`src/source/core_pkg.sv`:
```
package core_pkg;

  typedef logic [31:0] instr_t;
  typedef logic [31:0] word_t;
  typedef logic [3:0]  reg_addr_t;
  typedef logic [7:0]  pc_t;

  typedef enum logic [3:0] {T_NOP = 4'd0, T_ALU, T_MOV, T_LOAD, T_STORE} instr_type_t;

  typedef enum logic [2:0] {ADD = 3'd0, SUB, AND, OR, XOR} alu_op_t;

  typedef enum logic [1:0] {FWD_NONE = 2'd0, FWD_MEM = 2'd1, FWD_EXE = 2'd2} fwd_sel_t;

  typedef struct packed {
    instr_t ir;
    word_t  a;   // rb, or ra for a STORE.
    word_t  b;   // rc for ALU, rb otherwise.
    word_t  imm;
  } id_exe_t;

  typedef struct packed {
    logic      valid;
    logic      reg_write;
    reg_addr_t dest;
    word_t     data;
  } exe_mem_t;

  function automatic instr_type_t ir_type(instr_t ir);
    return instr_type_t'(ir[31:28]);
  endfunction

  function automatic logic [3:0] ir_op(instr_t ir);
    return ir[27:24];
  endfunction

  function automatic reg_addr_t ir_ra(instr_t ir);
    return ir[23:20];
  endfunction

  function automatic reg_addr_t ir_rb(instr_t ir);
    return ir[19:16];
  endfunction

  function automatic reg_addr_t ir_rc(instr_t ir);
    return ir[15:12];
  endfunction

  function automatic word_t ir_alu_imm(instr_t ir);
    return {{20{ir[11]}}, ir[11:0]};
  endfunction

  // Load/store offset, bit 0 is the size bit.
  function automatic word_t ir_ls_off(instr_t ir);
    return {{21{ir[11]}}, ir[11:1]};
  endfunction

  function automatic logic ir_size(instr_t ir);
    return ir[0];
  endfunction

endpackage

```
`src/source/fetch_stage.sv`:
```
module fetch_stage import core_pkg::*; (
  input  logic   clk_i,
  input  logic   rst_n,
  input  logic   stall,
  input  instr_t fetch_data,
  output pc_t    fetch_addr,
  output instr_t if_ir
);

  pc_t pc;

  assign fetch_addr = pc;

  // The instruction behind a load stays in if_ir until the load clears.
  always_ff @(posedge clk_i or negedge rst_n)
  begin
    if (!rst_n)
    begin
      pc    <= '0;
      if_ir <= '0;
    end
    else if (!stall)
    begin
      pc    <= pc + 8'd1;
      if_ir <= fetch_data;
    end
  end

  // A load-use stall lasts one cycle and holds the PC.
  pc_hold_a: assert property (
    @(posedge clk_i) disable iff (!rst_n)
    stall |=> $stable(pc) && !stall
  );

endmodule

```
`src/source/hazard_unit.sv`:
```
module hazard_unit import core_pkg::*; (
  input  instr_t   if_ir,
  input  instr_t   id_ir,
  input  exe_mem_t exe_fwd,
  input  exe_mem_t mem_rec,
  output logic     stall,
  output fwd_sel_t sel_a,
  output fwd_sel_t sel_b
);

  instr_type_t id_type;
  logic [3:0]  id_op;
  reg_addr_t   id_ra;
  reg_addr_t   id_rb;
  reg_addr_t   id_rc;
  reg_addr_t   if_rb;
  reg_addr_t   if_rc;
  logic        id_size;
  logic        id_live;

  assign id_type = ir_type(id_ir);
  assign id_op   = ir_op(id_ir);
  assign id_ra   = ir_ra(id_ir);
  assign id_rb   = ir_rb(id_ir);
  assign id_rc   = ir_rc(id_ir);
  assign id_size = ir_size(id_ir);
  assign if_rb   = ir_rb(if_ir);
  assign if_rc   = ir_rc(if_ir);
  assign id_live = (id_ir != '0);

  // Load-use: hold the consumer one cycle so the load data comes from MEM.
  assign stall = (id_type == T_LOAD) && (if_ir != '0) &&
                 (id_ra == if_rb || id_ra == if_rc);

  // Youngest producer wins.
  function automatic fwd_sel_t src_for(reg_addr_t r);
    if (id_live && exe_fwd.reg_write && exe_fwd.dest == r)
      return FWD_EXE;
    if (id_live && mem_rec.reg_write && mem_rec.dest == r)
      return FWD_MEM;
    return FWD_NONE;
  endfunction

  always_comb
  begin
    sel_a = FWD_NONE;
    sel_b = FWD_NONE;
    case (id_type)
      T_ALU:
      begin
        sel_a = src_for(id_rb);
        sel_b = id_op[3] ? FWD_NONE : src_for(id_rc); // Immediate form.
      end
      T_MOV:   sel_a = src_for(id_rb);
      T_STORE:
      begin
        sel_a = src_for(id_ra);
        sel_b = id_size ? FWD_NONE : src_for(id_rb);
      end
      T_LOAD:  sel_b = id_size ? FWD_NONE : src_for(id_rb);
      default: ;
    endcase
  end

endmodule

```
`src/source/decode_stage.sv`:
```
module decode_stage import core_pkg::*; (
  input  logic     clk_i,
  input  logic     rst_n,
  input  instr_t   if_ir,
  input  exe_mem_t exe_fwd,
  input  exe_mem_t mem_rec,
  output logic     stall,
  output id_exe_t  id_exe
);

  instr_t      id_ir;
  instr_type_t id_type;
  reg_addr_t   a_addr;
  reg_addr_t   b_addr;
  fwd_sel_t    sel_a;
  fwd_sel_t    sel_b;
  word_t       opnd_a;
  word_t       opnd_b;
  word_t       imm;
  word_t       rf [16];

  hazard_unit u_hazard (
    .if_ir   (if_ir),
    .id_ir   (id_ir),
    .exe_fwd (exe_fwd),
    .mem_rec (mem_rec),
    .stall   (stall),
    .sel_a   (sel_a),
    .sel_b   (sel_b)
  );

  always_ff @(posedge clk_i or negedge rst_n)
  begin
    if (!rst_n)
    begin
      for (int i = 0; i < 16; i++)
        rf[i] <= '0;
    end
    else if (mem_rec.valid && mem_rec.reg_write)
    begin
      rf[mem_rec.dest] <= mem_rec.data;
    end
  end

  assign id_type = ir_type(id_ir);
  assign a_addr  = (id_type == T_STORE) ? ir_ra(id_ir) : ir_rb(id_ir); // STORE data.
  assign b_addr  = (id_type == T_ALU) ? ir_rc(id_ir) : ir_rb(id_ir);
  assign imm     = (id_type == T_ALU) ? ir_alu_imm(id_ir) : ir_ls_off(id_ir);

  function automatic word_t pick(fwd_sel_t sel, word_t rf_val);
    case (sel)
      FWD_EXE: return exe_fwd.data;
      FWD_MEM: return mem_rec.data;
      default: return rf_val;
    endcase
  endfunction

  assign opnd_a = pick(sel_a, rf[a_addr]);
  assign opnd_b = pick(sel_b, rf[b_addr]);

  always_ff @(posedge clk_i or negedge rst_n)
  begin
    if (!rst_n)
    begin
      id_ir  <= '0;
      id_exe <= '0;
    end
    else
    begin
      id_ir  <= stall ? '0 : if_ir; // Bubble goes in behind the load.
      id_exe <= '{ir: id_ir, a: opnd_a, b: opnd_b, imm: imm};
    end
  end

  // The consumer waits in IF while the bubble passes.
  bubble_after_stall_a: assert property (
    @(posedge clk_i) disable iff (!rst_n)
    stall |=> (id_ir == '0) && $stable(if_ir)
  );

endmodule

```
`src/source/execute_stage.sv`:
```
module execute_stage import core_pkg::*; #(
  parameter int DMEM_WORDS = 16
) (
  input  logic      clk_i,
  input  logic      rst_n,
  input  id_exe_t   id_exe,
  output exe_mem_t  exe_fwd,
  output exe_mem_t  mem_rec,
  output logic      wb_valid,
  output reg_addr_t wb_reg,
  output word_t     wb_data
);

  localparam int AW = $clog2(DMEM_WORDS);

  instr_type_t    ex_type;
  logic [3:0]     ex_op;
  alu_op_t        alu_op;
  word_t          rhs;
  word_t          alu_out;
  word_t          mem_addr;
  logic [AW-1:0]  dmem_idx;
  word_t          result;
  logic           is_store;
  word_t          dmem [DMEM_WORDS];

  assign ex_type  = ir_type(id_exe.ir);
  assign ex_op    = ir_op(id_exe.ir);
  assign alu_op   = alu_op_t'(ex_op[2:0]);
  assign rhs      = ex_op[3] ? id_exe.imm : id_exe.b;
  assign is_store = (ex_type == T_STORE);

  // Absolute when the size bit is set.
  assign mem_addr = ir_size(id_exe.ir) ? id_exe.imm : id_exe.b + id_exe.imm;
  assign dmem_idx = mem_addr[AW-1:0]; // Wraps modulo DMEM_WORDS.

  always_comb
  begin
    case (alu_op)
      ADD:     alu_out = id_exe.a + rhs;
      SUB:     alu_out = id_exe.a - rhs;
      AND:     alu_out = id_exe.a & rhs;
      OR:      alu_out = id_exe.a | rhs;
      XOR:     alu_out = id_exe.a ^ rhs;
      default: alu_out = '0;
    endcase
  end

  always_comb
  begin
    case (ex_type)
      T_ALU:   result = alu_out;
      T_MOV:   result = id_exe.a;
      T_LOAD:  result = dmem[dmem_idx];
      default: result = '0;
    endcase
  end

  assign exe_fwd = '{valid:     (id_exe.ir != '0),
                     reg_write: (ex_type inside {T_ALU, T_MOV, T_LOAD}),
                     dest:      ir_ra(id_exe.ir),
                     data:      result};

  always_ff @(posedge clk_i or negedge rst_n)
  begin
    if (!rst_n)
    begin
      for (int i = 0; i < DMEM_WORDS; i++)
        dmem[i] <= '0;
    end
    else if (is_store)
    begin
      dmem[dmem_idx] <= id_exe.a;
    end
  end

  always_ff @(posedge clk_i or negedge rst_n)
  begin
    if (!rst_n)
      mem_rec <= '0;
    else
      mem_rec <= exe_fwd;
  end

  assign wb_valid = mem_rec.valid && mem_rec.reg_write;
  assign wb_reg   = mem_rec.dest;
  assign wb_data  = mem_rec.data;

  // A load in EXE is never directly followed by a reader of its ra through rb or rc.
  load_use_gap_a: assert property (
    @(posedge clk_i) disable iff (!rst_n)
    (ex_type == T_LOAD) |=> (id_exe.ir == '0) ||
      (ir_rb(id_exe.ir) != $past(exe_fwd.dest) && ir_rc(id_exe.ir) != $past(exe_fwd.dest))
  );

endmodule

```
`src/source/pipeline_core.sv`:
```
module pipeline_core import core_pkg::*; #(
  parameter int DMEM_WORDS = 16
) (
  input  logic      clk_i,
  input  logic      rst_n,
  output pc_t       fetch_addr,
  input  instr_t    fetch_data,
  output logic      wb_valid,
  output reg_addr_t wb_reg,
  output word_t     wb_data
);

  logic     stall;
  instr_t   if_ir;
  id_exe_t  id_exe;
  exe_mem_t exe_fwd;
  exe_mem_t mem_rec;

  fetch_stage u_fetch (
    .clk_i      (clk_i),
    .rst_n      (rst_n),
    .stall      (stall),
    .fetch_data (fetch_data),
    .fetch_addr (fetch_addr),
    .if_ir      (if_ir)
  );

  decode_stage u_decode (
    .clk_i   (clk_i),
    .rst_n   (rst_n),
    .if_ir   (if_ir),
    .exe_fwd (exe_fwd),
    .mem_rec (mem_rec),
    .stall   (stall),
    .id_exe  (id_exe)
  );

  execute_stage #(
    .DMEM_WORDS (DMEM_WORDS)
  ) u_execute (
    .clk_i    (clk_i),
    .rst_n    (rst_n),
    .id_exe   (id_exe),
    .exe_fwd  (exe_fwd),
    .mem_rec  (mem_rec),
    .wb_valid (wb_valid),
    .wb_reg   (wb_reg),
    .wb_data  (wb_data)
  );

endmodule

```
`config.mk`:
```
export PLATFORM = sky130hd
export DESIGN_NAME = pipeline_core
export DESIGN_NICKNAME = d
export VERILOG_FILES = /design/src/source/core_pkg.sv /design/src/source/fetch_stage.sv /design/src/source/hazard_unit.sv /design/src/source/decode_stage.sv /design/src/source/execute_stage.sv /design/src/source/pipeline_core.sv
export SDC_FILE = /design/constraint.sdc
export NUM_CORES = 2
export LEC_CHECK = 0
export ABC_CLOCK_PERIOD_IN_PS = 10200
export BUFFER_PORTS_ARGS = -buffer_cell sky130_fd_sc_hd__buf_2
export CORE_MARGIN = 1
export CORE_UTILIZATION = 55
export CTS_BUF_LIST = sky130_fd_sc_hd__clkbuf_16
export DETAILED_ROUTE_END_ITERATION = 8
export PLACE_DENSITY = 0.71
export SETUP_SLACK_MARGIN = 0.3
export SYNTH_ARGS = -nofsm -noshare
export SYNTH_HDL_FRONTEND = slang
export SYNTH_SLANG_ARGS = --single-unit
```
`constraint.sdc`:
```
create_clock -name clk_i -period 10.2 [get_ports clk_i]
set_input_delay 0.51 -clock clk_i [delete_from_list [all_inputs] [get_ports clk_i]]
set_output_delay 0.51 -clock clk_i [all_outputs]
set_load 0.03 [all_outputs]
```
==> impl_results.html <==
<table>
<tr><th>Metric</th><th>Value</th></tr>
<tr><th colspan="2">STA</th></tr>
<tr><td>Number of setup violations in the final report</td><td>0</td></tr>
<tr><td>Final clock skew</td><td>0.02773 ns</td></tr>
<tr><td>Worst max-slew margin expressed relative to the limit</td><td>19.71%</td></tr>
<tr><td>Unrepaired setup endpoints after global routing</td><td>false</td></tr>
<tr><td>Ratio of final minimum period to clock period</td><td>61.55%</td></tr>
<tr><td>Maximum frequency from static timing analysis</td><td>0.1593 GHz</td></tr>
<tr><td>Final Max Tran Viols</td><td>0</td></tr>
<tr><td>Final-report hold violation count</td><td>0</td></tr>
<tr><td>TNS Setup</td><td>0 ns</td></tr>
<tr><td>Final critical-path required period</td><td>6.278 ns</td></tr>
<tr><td>Actual slew at the worst max-slew pin</td><td>1.194 ns</td></tr>
<tr><td>Fin Hold WS</td><td>0.4111 ns</td></tr>
<tr><th colspan="2">Clock tree</th></tr>
<tr><td>Max clock buf depth</td><td>3</td></tr>
<tr><td>Clock slew at reported path FFs</td><td>0.07 ns</td></tr>
<tr><td>Root buf cell</td><td>sky130_fd_sc_hd__clkbuf_16</td></tr>
<tr><td>Worst skew pair latency</td><td>0.77 ns</td></tr>
<tr><td>H-tree depth</td><td>4</td></tr>
<tr><td>Num CTS Buffers</td><td>135</td></tr>
<tr><td>Clk sinks</td><td>1241</td></tr>
<tr><td>TritonCTS clock tree</td><td>done</td></tr>
<tr><th colspan="2">Finish</th></tr>
<tr><td>Antenna cells</td><td>0</td></tr>
<tr><td>FF+latch area</td><td>0.03106 mm²</td></tr>
<tr><td>Area growth syn-to-layout</td><td>8.891%</td></tr>
<tr><td>Fill cells</td><td>9513</td></tr>
<tr><td>Registers with the most flip-flops</td><td>u_decode.rf (512), u_execute.dmem (512), u_decode.id_exe (107)</td></tr>
<tr><td>Final net count</td><td>6155</td></tr>
<tr><td>Layout cells sized above 1</td><td>23.11%</td></tr>
<tr><td>Area taken by multi-input logic gates</td><td>0.03175 mm²</td></tr>
<tr><td>Final Util</td><td>60.27%</td></tr>
<tr><th colspan="2">GRT</th></tr>
<tr><td>GRT overflow</td><td>0</td></tr>
<tr><td>Initial antenna violation count</td><td>6</td></tr>
<tr><td>Total GRT Usage</td><td>35.06%</td></tr>
<tr><td>Vias in the first global route</td><td>49572</td></tr>
<tr><td>Largest net degree at the start of global routing</td><td>175</td></tr>
<tr><td>Global-route wire length before repair</td><td>318.1 mm</td></tr>
<tr><th colspan="2">Synth</th></tr>
<tr><td>Proportion of synthesized area in mux cells</td><td>21.09%</td></tr>
<tr><td>Post-synthesis share of cell area spent on xor and xnor gates</td><td>1.100%</td></tr>
<tr><td>Main combinational cell family by area after synthesis</td><td>multiplexers</td></tr>
<tr><td>Share of synthesized flip-flops with an asynchronous set or reset</td><td>100.0%</td></tr>
<tr><td>Area of the mapped netlist</td><td>0.06527 mm²</td></tr>
<tr><td>Simple-gate area share of the yosys netlist</td><td>13.73%</td></tr>
<tr><td>Number of enable flip-flop cells after synthesis</td><td>0</td></tr>
<tr><td>Mean Syn Cell Area</td><td>10.53 µm²</td></tr>
<tr><td>Number of nets produced by synthesis</td><td>6339</td></tr>
<tr><td>Post-synthesis sequential element count</td><td>1241</td></tr>
<tr><td>Mapped Cells</td><td>6198</td></tr>
<tr><td>Fraction of the yosys area taken by sequential cells</td><td>47.58%</td></tr>
<tr><td>Yosys synthesis warning count</td><td>0</td></tr>
<tr><td>Adder-cell share of the synthesized area</td><td>2.074%</td></tr>
<tr><td>Post-synthesis compound-gate area fraction</td><td>10.05%</td></tr>
<tr><td>Top flip-flop cell by instance count after synthesis</td><td>sky130_fd_sc_hd__dfrtp_1</td></tr>
<tr><td>Count of different cell masters after synthesis</td><td>88</td></tr>
<tr><th colspan="2">Critical path</th></tr>
<tr><td>Cell breakdown of the critical path</td><td>buf_4 &gt; clkinv_1 &gt; mux2i_1 &gt; nor4_1 &gt; nand3_1 &gt; nor2_1 &gt; nand2_1 &gt; o31ai_1 &gt; xnor2_1 &gt; ha_1 &gt; inv_1 &gt; o21bai_1 &gt; a21oi_1 &gt; a21oi_1 &gt; a31oi_1 &gt; o21ai_0 &gt; or4_1 &gt; a221o_1</td></tr>
<tr><td>Maximum fanout encountered on the critical timing path</td><td>37</td></tr>
<tr><td>Delay of the slowest cell on the worst path</td><td>0.86 ns</td></tr>
<tr><td>Worst path most repeated cell</td><td>sky130_fd_sc_hd__a21oi_1</td></tr>
<tr><td>Worst path arrival time</td><td>6.92 ns</td></tr>
<tr><td>Number of buffers and inverters on the critical path</td><td>3</td></tr>
<tr><td>Slowest cell on crit path</td><td>sky130_fd_sc_hd__nor4_1</td></tr>
<tr><td>Nature of the critical path endpoint</td><td>register</td></tr>
<tr><td>Nature of the critical path startpoint</td><td>register</td></tr>
<tr><td>Worst r2r path cells</td><td>18</td></tr>
<tr><td>Path type of the worst setup path</td><td>reg -&gt; reg</td></tr>
<tr><td>CP delay by family, top</td><td>simple AND/OR/NAND/NOR gates</td></tr>
<tr><td>Required time at the worst-slack endpoint</td><td>10.84 ns</td></tr>
<tr><td>Critical path depth in cells</td><td>18</td></tr>
<tr><th colspan="2">Detailed routing</th></tr>
<tr><td>Total DRC errors in the routed layout</td><td>0</td></tr>
<tr><td>Iteration-0 DRC count of the detailed router</td><td>6099</td></tr>
<tr><td>Total Wirelength</td><td>210.3 mm</td></tr>
<tr><td>Routed vias/inst</td><td>6.621</td></tr>
<tr><td>Via count</td><td>50642</td></tr>
<tr><td>Average detailed-routed wire length per instance</td><td>27.50 µm</td></tr>
<tr><td>1st-pass router iterations</td><td>6</td></tr>
<tr><td>Final antenna-violating net count</td><td>0</td></tr>
<tr><th colspan="2">Worst hold path</th></tr>
<tr><td>Worst min path class</td><td>in -&gt; async</td></tr>
<tr><th colspan="2">Power and ir drop</th></tr>
<tr><td>Leakage power</td><td>32.06 nW</td></tr>
<tr><td>Total power density per cell area</td><td>183.2 mW/mm²</td></tr>
<tr><td>IR drop worst, VDD</td><td>0.1642 mV</td></tr>
<tr><th colspan="2">Placed design</th></tr>
<tr><td>Gp weighted congestion</td><td>0.9769</td></tr>
<tr><td>Hpwl dp</td><td>129.8 mm</td></tr>
<tr><td>Number of buffer cells added on primary ports</td><td>78</td></tr>
<tr><th colspan="2">Floorplan</th></tr>
<tr><td>Horizontal die dimension</td><td>346.5 µm</td></tr>
<tr><td>Floorplan core area</td><td>0.1179 mm²</td></tr>
<tr><td>Starting density of the core</td><td>55.35%</td></tr>
<tr><td>Top Ports</td><td>79</td></tr>
<tr><td>Die Height</td><td>346.5 µm</td></tr>
<tr><td>Cell Rows</td><td>126</td></tr>
<tr><td>Die area</td><td>0.1201 mm²</td></tr>
<tr><th colspan="2">Outcome</th></tr>
<tr><td>Outcome</td><td>completed</td></tr>
<tr><th colspan="2">Job</th></tr>
<tr><td>Max-cap violation count</td><td>0</td></tr>
</table>
## cell families (layout without fill, tap and decap cells)
logic type	Yosys count	after routing
DFF	1241	1241
AOI/OAI and AO/OA	988	988
xor gates and xnor gates	82	82
and+or+nand+nor	2049	2049
buffers and inverters	649	564
adders and majority gates	107	107
muxes	1082	1082
## cells in the final DEF (no fill, tap or decap), types with 124 or more instances in the layout
| master | Yosys | routed |
|---|---|---|
| sky130_fd_sc_hd__a311oi_1 | 124 | 124 |
| sky130_fd_sc_hd__nand2_1 | 1253 | 1248 |
| sky130_fd_sc_hd__clkbuf_16 | 0 | 142 |
| sky130_fd_sc_hd__nand3_1 | 338 | 333 |
| sky130_fd_sc_hd__a21oi_1 | 151 | 150 |
| sky130_fd_sc_hd__mux2_2 | 817 | 815 |
| sky130_fd_sc_hd__inv_1 | 105 | 138 |
| sky130_fd_sc_hd__mux4_2 | 150 | 150 |
| sky130_fd_sc_hd__o21ai_0 | 335 | 335 |
| sky130_fd_sc_hd__dfrtp_1 | 1241 | 1240 |
## final timing paths
check / from / to / slack [ns]
max: u_decode.id_exe[123] / u_decode.id_exe[90] / 3.92
min: rst_n / u_execute.dmem[72] / 0.41
max reg2reg: u_decode.id_exe[123] / u_decode.id_exe[90] / 3.92
min reg2reg: u_decode.id_ir[5] / u_decode.id_exe[101] / 0.45
max in group asynchronous: rst_n / u_execute.dmem[211] / 7.48
min in group clk_i: u_decode.id_ir[5] / u_decode.id_exe[101] / 0.45
## cell usage after synthesis (13+ instances only)
master | instances | share of area [%]
sky130_fd_sc_hd__a211oi_1 | 57 | 0.66
sky130_fd_sc_hd__a21o_1 | 31 | 0.36
sky130_fd_sc_hd__a21oi_1 | 151 | 1.2
sky130_fd_sc_hd__a221o_1 | 22 | 0.34
sky130_fd_sc_hd__a221oi_1 | 18 | 0.24
sky130_fd_sc_hd__a22oi_1 | 32 | 0.37
sky130_fd_sc_hd__a311oi_1 | 124 | 1.7
sky130_fd_sc_hd__a31oi_1 | 49 | 0.47
sky130_fd_sc_hd__a32o_1 | 18 | 0.28
sky130_fd_sc_hd__and2_1 | 47 | 0.45
sky130_fd_sc_hd__and3_1 | 75 | 0.72
sky130_fd_sc_hd__buf_1 | 42 | 0.24
sky130_fd_sc_hd__buf_2 | 110 | 0.84
sky130_fd_sc_hd__buf_4 | 52 | 0.60
sky130_fd_sc_hd__clkbuf_1 | 326 | 1.9
sky130_fd_sc_hd__dfrtp_1 | 1241 | 48
sky130_fd_sc_hd__ha_1 | 105 | 2.0
sky130_fd_sc_hd__inv_1 | 105 | 0.60
sky130_fd_sc_hd__mux2_2 | 817 | 14
sky130_fd_sc_hd__mux2i_1 | 108 | 1.7
sky130_fd_sc_hd__mux4_2 | 150 | 5.2
sky130_fd_sc_hd__nand2_1 | 1253 | 7.2
sky130_fd_sc_hd__nand3_1 | 338 | 2.6
sky130_fd_sc_hd__nand4_1 | 19 | 0.18
sky130_fd_sc_hd__nor2_1 | 120 | 0.69
sky130_fd_sc_hd__nor2b_1 | 54 | 0.52
sky130_fd_sc_hd__nor3_1 | 49 | 0.38
sky130_fd_sc_hd__nor4_1 | 29 | 0.28
sky130_fd_sc_hd__o211ai_1 | 13 | 0.15
sky130_fd_sc_hd__o21a_1 | 14 | 0.16
sky130_fd_sc_hd__o21ai_0 | 335 | 2.6
sky130_fd_sc_hd__o31ai_1 | 21 | 0.24
sky130_fd_sc_hd__or3_1 | 21 | 0.20
sky130_fd_sc_hd__xnor2_1 | 65 | 0.87
sky130_fd_sc_hd__xor2_1 | 17 | 0.23
## stage by stage
step                cell area, µm²  setup WS (ns)  power (mW)  instances
floorplan                    65270          4.652       7.385       6198
global placement             66470          4.251       8.172       7380
detailed placement           66470          4.171       8.236       7380
CTS                          71070          4.167       13.02       7649
global route                 71070          3.451       13.49       7649
finish                       71070          3.922       13.02       7649
## per-layer routing
metal	routed length (µm)	track usage [%]	vias up
li1	-	-	21695
met1	85060	48.00	25736
met2	96480	54.40	2644
met3	19550	7.149	557
met4	9194	14.83	10
met5	57	0	-
## where the power goes
part | switching, mW | internal [mW]
combinational | 1.45 | 0.941
clock | 2.06 | 2.74
sequential | 0.429 | 5.39
## what timing repair did
| item | in CTS | in global routing |
|---|---|---|
| resized for setup | 0 | 0 |
| endpoints found under the hold margin | 165 | 0 |
| hold buffers | 33 | 0 |
| buffers inserted | 0 | 0 |
## layout make-up
type                       count  share of cell area [%]
timing repair buffer         221                   2.356
clock buffer                 142                   5.000
multi-input combinational   4308                   44.67
tap                         1536                   2.704
inverter                     107                  0.5651
clock inverter                94                   1.012
sequential                  1241                   43.70
Note: power is estimated with default switching activity, not from simulation.
